### config.mk
export PLATFORM = sky130hd
export DESIGN_NAME = floor_logic_top
export DESIGN_NICKNAME = d
export VERILOG_FILES = /design/src/rtl/floor_logic_pkg.sv /design/src/rtl/call_registry.sv /design/src/rtl/dispatch_planner.sv /design/src/rtl/floor_logic_top.sv
export SDC_FILE = /design/constraint.sdc
export NUM_CORES = 1
export LEC_CHECK = 0
export BUFFER_PORTS_ARGS = -buffer_cell sky130_fd_sc_hd__buf_4
export CORE_UTILIZATION = 43
export CTS_CLUSTER_DIAMETER = 80
export DETAILED_ROUTE_END_ITERATION = 16
export SLEW_MARGIN = 15
export SYNTH_ARGS = -nofsm -noshare
export SYNTH_HDL_FRONTEND = slang
export SYNTH_SLANG_ARGS = --single-unit
export TNS_END_PERCENT = 5
### constraint.sdc
create_clock -name clock -period 4.4 [get_ports clock]
set_input_delay 0.88 -clock clock [delete_from_list [all_inputs] [get_ports clock]]
set_output_delay 0.88 -clock clock [all_outputs]
set_load 0.02 [all_outputs]
### src/rtl/floor_logic_pkg.sv
// Floor logic package
// Floor count, field widths and car state codes shared by the floor request
// controller and its testbench

package floor_logic_pkg;

    ////////////////////
    // Floors
    ////////////////////

    // Served floors, floor 1 is coded 0
    localparam int NUM_FLOORS = 11;

    // Width of a floor number
    localparam int FLOOR_W = 4;

    // Highest floor code, used as the upper search bound
    localparam logic [FLOOR_W-1:0] TOP_FLOOR = 4'd10;

    ////////////////////
    // Car state
    ////////////////////

    // Width of the state code from the car state machine
    localparam int STATE_W = 6;

    // Codes 0 to 10 mean stopped at floors 1 to 11
    // Anything above is travelling between floors or emergency
    localparam logic [STATE_W-1:0] LAST_STOP_STATE = 6'd10;

endpackage

### src/rtl/call_registry.sv
// Call registry
// Stores hall up, hall down and in-car panel requests per floor.
// Presses set requests, a stop at a floor clears that floor, and
// power-off clears everything. The button lights show the stored requests.

`timescale 1ns/10ps

module call_registry
    import floor_logic_pkg::*;
(
    input  logic                  clock,
    input  logic                  reset_n,
    input  logic                  power_switch,

    // Button levels, sampled every clock
    input  logic [NUM_FLOORS-1:0] call_buttons,
    input  logic [NUM_FLOORS-1:0] panel_buttons,

    // Car position and stop indication
    input  logic [FLOOR_W-1:0]    current_floor,
    input  logic                  car_stopped,

    // Stored requests toward the planner
    output logic [NUM_FLOORS-1:0] up_requests,
    output logic [NUM_FLOORS-1:0] down_requests,
    output logic [NUM_FLOORS-1:0] panel_requests,

    // Button lights
    output logic [NUM_FLOORS-1:0] call_lights,
    output logic [NUM_FLOORS-1:0] panel_lights
);

    ////////////////////
    // Request masks
    ////////////////////

    always_ff @(posedge clock or negedge reset_n) begin
        if (!reset_n) begin
            up_requests    <= '0;
            down_requests  <= '0;
            panel_requests <= '0;
        end else if (!power_switch) begin
            // Power-off drops every pending request
            up_requests    <= '0;
            down_requests  <= '0;
            panel_requests <= '0;
        end else begin
            for (int f = 0; f < NUM_FLOORS; f++) begin
                if (car_stopped && (FLOOR_W'(f) == current_floor)) begin
                    // Car stands here, so serve the floor
                    // A press in the same cycle loses to this clear
                    up_requests[f]    <= 1'b0;
                    down_requests[f]  <= 1'b0;
                    panel_requests[f] <= 1'b0;
                end else begin
                    // Hall call direction follows the caller's position
                    if (call_buttons[f] && (FLOOR_W'(f) > current_floor)) begin
                        up_requests[f] <= 1'b1;
                    end
                    if (call_buttons[f] && (FLOOR_W'(f) < current_floor)) begin
                        down_requests[f] <= 1'b1;
                    end

                    // Panel presses for the current floor are ignored
                    if (panel_buttons[f] && (FLOOR_W'(f) != current_floor)) begin
                        panel_requests[f] <= 1'b1;
                    end
                end
            end
        end
    end

    ////////////////////
    // Lights
    ////////////////////

    // A hall light is on while either direction is pending at that floor
    assign call_lights  = up_requests | down_requests;
    assign panel_lights = panel_requests;

endmodule

### src/rtl/dispatch_planner.sv
// Dispatch planner
// Decodes the stopped state of the car, picks the next target floor and
// direction from the stored requests, and gates the door buttons.
// Purely combinational.

`timescale 1ns/10ps

module dispatch_planner
    import floor_logic_pkg::*;
(
    // Car state machine status
    input  logic [STATE_W-1:0]    car_state,
    input  logic [FLOOR_W-1:0]    current_floor,
    input  logic                  car_direction,

    // Operator inputs
    input  logic                  power_switch,
    input  logic                  emergency_btn,
    input  logic                  door_open_btn,
    input  logic                  door_close_btn,

    // Stored requests from the registry
    input  logic [NUM_FLOORS-1:0] up_requests,
    input  logic [NUM_FLOORS-1:0] down_requests,
    input  logic [NUM_FLOORS-1:0] panel_requests,

    // Stop indication back to the registry
    output logic                  car_stopped,

    // Commands toward the car state machine
    output logic [FLOOR_W-1:0]    target_floor,
    output logic                  direction_select,
    output logic                  activate_car,
    output logic                  door_open_allowed,
    output logic                  door_close_allowed
);

    ////////////////////
    // Search helpers
    ////////////////////

    // Result is {found, floor}
    // Walking down from the top leaves the lowest hit above the start floor
    function automatic logic [FLOOR_W:0] nearest_above(
        input logic [NUM_FLOORS-1:0] mask,
        input logic [FLOOR_W-1:0]    from
    );
        logic [FLOOR_W:0] hit;
        hit = '0;
        for (int f = int'(TOP_FLOOR); f >= 0; f--) begin
            if (mask[f] && (FLOOR_W'(f) > from)) begin
                hit = {1'b1, FLOOR_W'(f)};
            end
        end
        return hit;
    endfunction

    // Walking up from the bottom leaves the highest hit below the start floor
    function automatic logic [FLOOR_W:0] nearest_below(
        input logic [NUM_FLOORS-1:0] mask,
        input logic [FLOOR_W-1:0]    from
    );
        logic [FLOOR_W:0] hit;
        hit = '0;
        for (int f = 0; f <= int'(TOP_FLOOR); f++) begin
            if (mask[f] && (FLOOR_W'(f) < from)) begin
                hit = {1'b1, FLOOR_W'(f)};
            end
        end
        return hit;
    endfunction

    ////////////////////
    // Stop decode
    ////////////////////

    logic                  search_en;
    logic [NUM_FLOORS-1:0] all_requests;

    assign car_stopped  = (car_state <= LAST_STOP_STATE);
    assign search_en    = car_stopped && power_switch && !emergency_btn;
    assign all_requests = up_requests | down_requests | panel_requests;

    ////////////////////
    // Candidate floors
    ////////////////////

    logic [FLOOR_W:0] panel_up;
    logic [FLOOR_W:0] panel_down;
    logic [FLOOR_W:0] hall_up;
    logic [FLOOR_W:0] hall_down;
    logic [FLOOR_W:0] any_up;
    logic [FLOOR_W:0] any_down;
    logic [FLOOR_W:0] pick;

    // The strict compares inside the helpers skip the current floor
    assign panel_up   = nearest_above(panel_requests, current_floor);
    assign panel_down = nearest_below(panel_requests, current_floor);
    assign hall_up    = nearest_above(up_requests, current_floor);
    assign hall_down  = nearest_below(down_requests, current_floor);
    assign any_up     = nearest_above(all_requests, current_floor);
    assign any_down   = nearest_below(all_requests, current_floor);

    ////////////////////
    // Priority select
    ////////////////////

    always_comb begin
        // Panel requests first, same direction before the reverse one
        if (car_direction) begin
            pick = panel_up[FLOOR_W] ? panel_up : panel_down;
        end else begin
            pick = panel_down[FLOOR_W] ? panel_down : panel_up;
        end

        // Then hall calls that match the travel direction
        if (!pick[FLOOR_W]) begin
            pick = car_direction ? hall_up : hall_down;
        end

        // Then anything at all, upward first
        if (!pick[FLOOR_W]) begin
            pick = any_up[FLOOR_W] ? any_up : any_down;
        end

        // No dispatch while moving, powered off or in emergency
        if (!search_en) begin
            pick = '0;
        end
    end

    assign activate_car = pick[FLOOR_W];

    // Idle car keeps its floor and direction
    assign target_floor     = pick[FLOOR_W] ? pick[FLOOR_W-1:0] : current_floor;
    assign direction_select = pick[FLOOR_W] ? (pick[FLOOR_W-1:0] > current_floor)
                                            : car_direction;

    ////////////////////
    // Door permission
    ////////////////////

    // Door buttons only count while standing at a floor with power on
    assign door_open_allowed  = car_stopped && power_switch && door_open_btn;
    assign door_close_allowed = car_stopped && power_switch && door_close_btn;

endmodule

### src/rtl/floor_logic_top.sv
// Floor request controller
// Sits beside the car state machine for an eleven-floor elevator.
// Joins the request registry and the dispatch planner.

`timescale 1ns/10ps

module floor_logic_top
    import floor_logic_pkg::*;
(
    input  logic                  clock,
    input  logic                  reset_n,

    // Buttons
    input  logic [NUM_FLOORS-1:0] call_buttons,
    input  logic [NUM_FLOORS-1:0] panel_buttons,
    input  logic                  door_open_btn,
    input  logic                  door_close_btn,
    input  logic                  emergency_btn,
    input  logic                  power_switch,

    // Car state machine status
    input  logic [FLOOR_W-1:0]    current_floor,
    input  logic [STATE_W-1:0]    car_state,
    input  logic                  car_direction,

    // Commands toward the car state machine
    output logic [FLOOR_W-1:0]    target_floor,
    output logic                  direction_select,
    output logic                  activate_car,
    output logic                  door_open_allowed,
    output logic                  door_close_allowed,

    // Button lights
    output logic [NUM_FLOORS-1:0] call_lights,
    output logic [NUM_FLOORS-1:0] panel_lights
);

    logic [NUM_FLOORS-1:0] up_requests;
    logic [NUM_FLOORS-1:0] down_requests;
    logic [NUM_FLOORS-1:0] panel_requests;
    logic                  car_stopped;

    ////////////////////
    // Request store
    ////////////////////

    call_registry i_call_registry (
        .clock          (clock),
        .reset_n        (reset_n),
        .power_switch   (power_switch),
        .call_buttons   (call_buttons),
        .panel_buttons  (panel_buttons),
        .current_floor  (current_floor),
        .car_stopped    (car_stopped),
        .up_requests    (up_requests),
        .down_requests  (down_requests),
        .panel_requests (panel_requests),
        .call_lights    (call_lights),
        .panel_lights   (panel_lights)
    );

    ////////////////////
    // Planner
    ////////////////////

    dispatch_planner i_dispatch_planner (
        .car_state          (car_state),
        .current_floor      (current_floor),
        .car_direction      (car_direction),
        .power_switch       (power_switch),
        .emergency_btn      (emergency_btn),
        .door_open_btn      (door_open_btn),
        .door_close_btn     (door_close_btn),
        .up_requests        (up_requests),
        .down_requests      (down_requests),
        .panel_requests     (panel_requests),
        .car_stopped        (car_stopped),
        .target_floor       (target_floor),
        .direction_select   (direction_select),
        .activate_car       (activate_car),
        .door_open_allowed  (door_open_allowed),
        .door_close_allowed (door_close_allowed)
    );

endmodule

==> results.cfg <==
[power_and_ir_drop]
finalPower_uw = 1287
vdd.ir_drop.worst_mv = 0.1988
power_density_mw_per_mm2 = 238.1
p_leak_uw = 0.002442

[placement]
io_buffers = 68
place_hpwl_mm = 11.86
finalWeightedCongestion = 1.041

[global_route]
grt_usage = 0.3728
grt_overflow = 0
grt_pass1_wl_mm = 24.16
grt_antenna_before_repair = 0
grt_pass1_vias = 4547
grt_max_degree = 34

[cts]
postCtsHoldBufs = 0
cts_tree = done
numClockSinks = 33
clkTransAtPathRegs_ps = 90
cts_buffers = 5
htreeDepth = 2
clkLatencyLatePin_ps = 290
clk_path_buf_depth = 2
clockRootBuffer = clkbuf_8

[synthesis]
synthArstFlopShare = 1.000
syn-cell-area_mm2 = 0.003480
synth-edff-count = 0
synth_nets = 515
synth_cell_type_count = 73
synthFlopType = dfrtp_1
syn_inst = 472
synth-seq-cells = 33
avgSynthCellArea_um2 = 7.372
synth.yosys.seq_area_share = 0.2373
yosys_warnings = 0

[finish]
final_core_utilization = 0.6959
drive_gt1_frac = 0.4334
n_fill_cell = 701
regArea_um2 = 825.8
layout-area-overhead-vs-synth_pct = 55.34
final_nets = 689
mostFrequentLayoutCells = buf_4 (182), a21oi_1 (47), nand2_1 (44)
multi_input_area_mm2 = 0.002685
antennaDiodeCount = 0
final_common_cell = buf_4

[floorplan]
design.core.area_mm2 = 0.007767
die_area_mm2 = 0.008456
fp-row-count = 32
ios = 69
chipHeight_um = 91.96
die_w_um = 91.96
initial_core_util = 0.4480

[sta]
worstMarginPinSlew_ps = 575.2
hold_viol = 0
hold_slack_ps = 500.8
grt_setup_unrepaired = true
fin_ws_ps = -111.2
fmax_mhz = 221.7
period_share = 1.025
slew_headroom = 0.6136
period_minus_slack_ps = 4511
setup-violations-final = 1
slew_violations = 0
skew_ps = 0

[critical_path]
worst_ep_arrival_time_ps = 3630
worstPathRequired_ps = 3520
worstSetupEndpointType = output port
cp_max_fo = 6
critPathKind = primary input to output port
crit_path_start_kind = primary input

[status]
violations = setup timing
outcome = complete, but fails checks

[routing]
firstDrtPassIters = 5
wl_per_cell_um = 21.01
drt-vias-per-instance = 6.348
drt-initial-drc-count = 459
drtAntennaViolNets = 0
drc = 0
vias = 4748
routed_wl_mm = 15.71

[worst_hold_path]
hp-class = primary input to asynchronous set/reset pin

[job]
max-cap-violations = 0
final timing paths:
kind	slack (ps)	endpoint	cells past startpoint	from
max	-110	direction_select	16	current_floor[0]
min	500	i_call_registry.down_requests[10]$_DFFE_PN0P_	1	reset_n
max reg2reg	3300	i_call_registry.panel_lights[8]$_DFFE_PN0P_	2	i_call_registry.panel_lights[8]$_DFFE_PN0P_
min reg2reg	510	i_call_registry.up_requests[0]$_DFFE_PN0N_	2	i_call_registry.up_requests[0]$_DFFE_PN0N_
max in group asynchronous	3570	i_call_registry.panel_lights[2]$_DFFE_PN0P_	1	reset_n
min in group clock	510	i_call_registry.up_requests[0]$_DFFE_PN0N_	2	i_call_registry.up_requests[0]$_DFFE_PN0N_
routing by layer:
metal | share of wire | GRT usage
met5 | 0 | 0
met4 | 0.056 | 0.1953
met3 | 0.085 | 0.06633
met2 | 0.46 | 0.6001
met1 | 0.40 | 0.4748
cell type report:
cell class              count  area share
inverters                  14     0.01042
multi-input cells         394      0.4968
flip-flops and latches     33      0.1528
clock buffers               5     0.01273
well taps                 102     0.02361
repair buffers            198      0.2972
clock inverters             2    0.006481
Yosys cell counts (6+ instances only):
cell type  count  area [um^2]
a21boi_0       9        67.56
a21o_1        12        90.09
a21oi_1       50        250.2
a22oi_1        6        45.04
buf_4          6        45.04
clkbuf_1      13        48.80
dfrtp_1       33        825.8
inv_1         14        52.55
nand2_1       46        172.7
nand2b_1       7        43.79
nand3_1       12        60.06
nor2_1        41        153.9
nor3_1        16        80.08
o21a_1         6        45.04
o21ai_0       48        240.2
o22ai_1       14        87.58
or2_2         15        93.84
or3_1          9        56.30
where the power goes:
group / internal (uW) / leakage, uW / switching [uW] / total (uW)
clock network: 165 / 0.0000540 / 133 / 298
logic: 298 / 0.00196 / 329 / 627
registers: 324 / 0.000427 / 38.7 / 362
per-stage QoR:
stage	instance area (um^2)	setup TNS (ps)	setup slack [ps]	std cells
2_1_floorplan	3480	0	37.47	472
3_3_place_gp	4793	-214.8	-214.8	725
3_5_place_dp	4793	-222.3	-222.3	725
4_1_cts	5101	-116.6	-116.6	738
5_1_grt	5405	-297.0	-297.0	748
6_report	5405	-111.2	-111.2	748
worst max-delay path, cell delays in order:
cell and delay [ps]:
buf_12 120, buf_6 110, nand4bb_4 220, a222oi_1 420
nand3_1 160, buf_4 180, nor4b_4 240, a22oi_2 90
o31ai_2 260, ha_1 310, o21ai_1 90, nand2b_1 90
a21oi_2 150, a41o_1 100, o21ai_1 50, buf_4 160
cell families after synthesis:
kind of cell / count (synthesis) / synth area share
AO/OA/AOI/OAI: 211 / 0.4085
AND/OR/NAND/NOR: 179 / 0.2729
buffers and inverters: 45 / 0.06688
flip-flops: 33 / 0.2373
adder cells (fa/ha/maj): 4 / 0.01438
sequential cells by signal (all words and copies together), names as in the netlist:
| register | flops |
|---|---|
| i_call_registry.down_requests | 11 |
| i_call_registry.panel_lights | 11 |
| i_call_registry.up_requests | 11 |
repair_timing:
| item | in CTS | in global routing |
|---|---|---|
| setup buffers | 5 | 11 |
| pin swaps | 16 | 26 |
| cloned | 1 | 0 |
| gates resized for setup | 31 | 47 |
| setup endpoints to repair | 1 | 1 |
No activity file was read; power rests on OpenSTA's default activity.
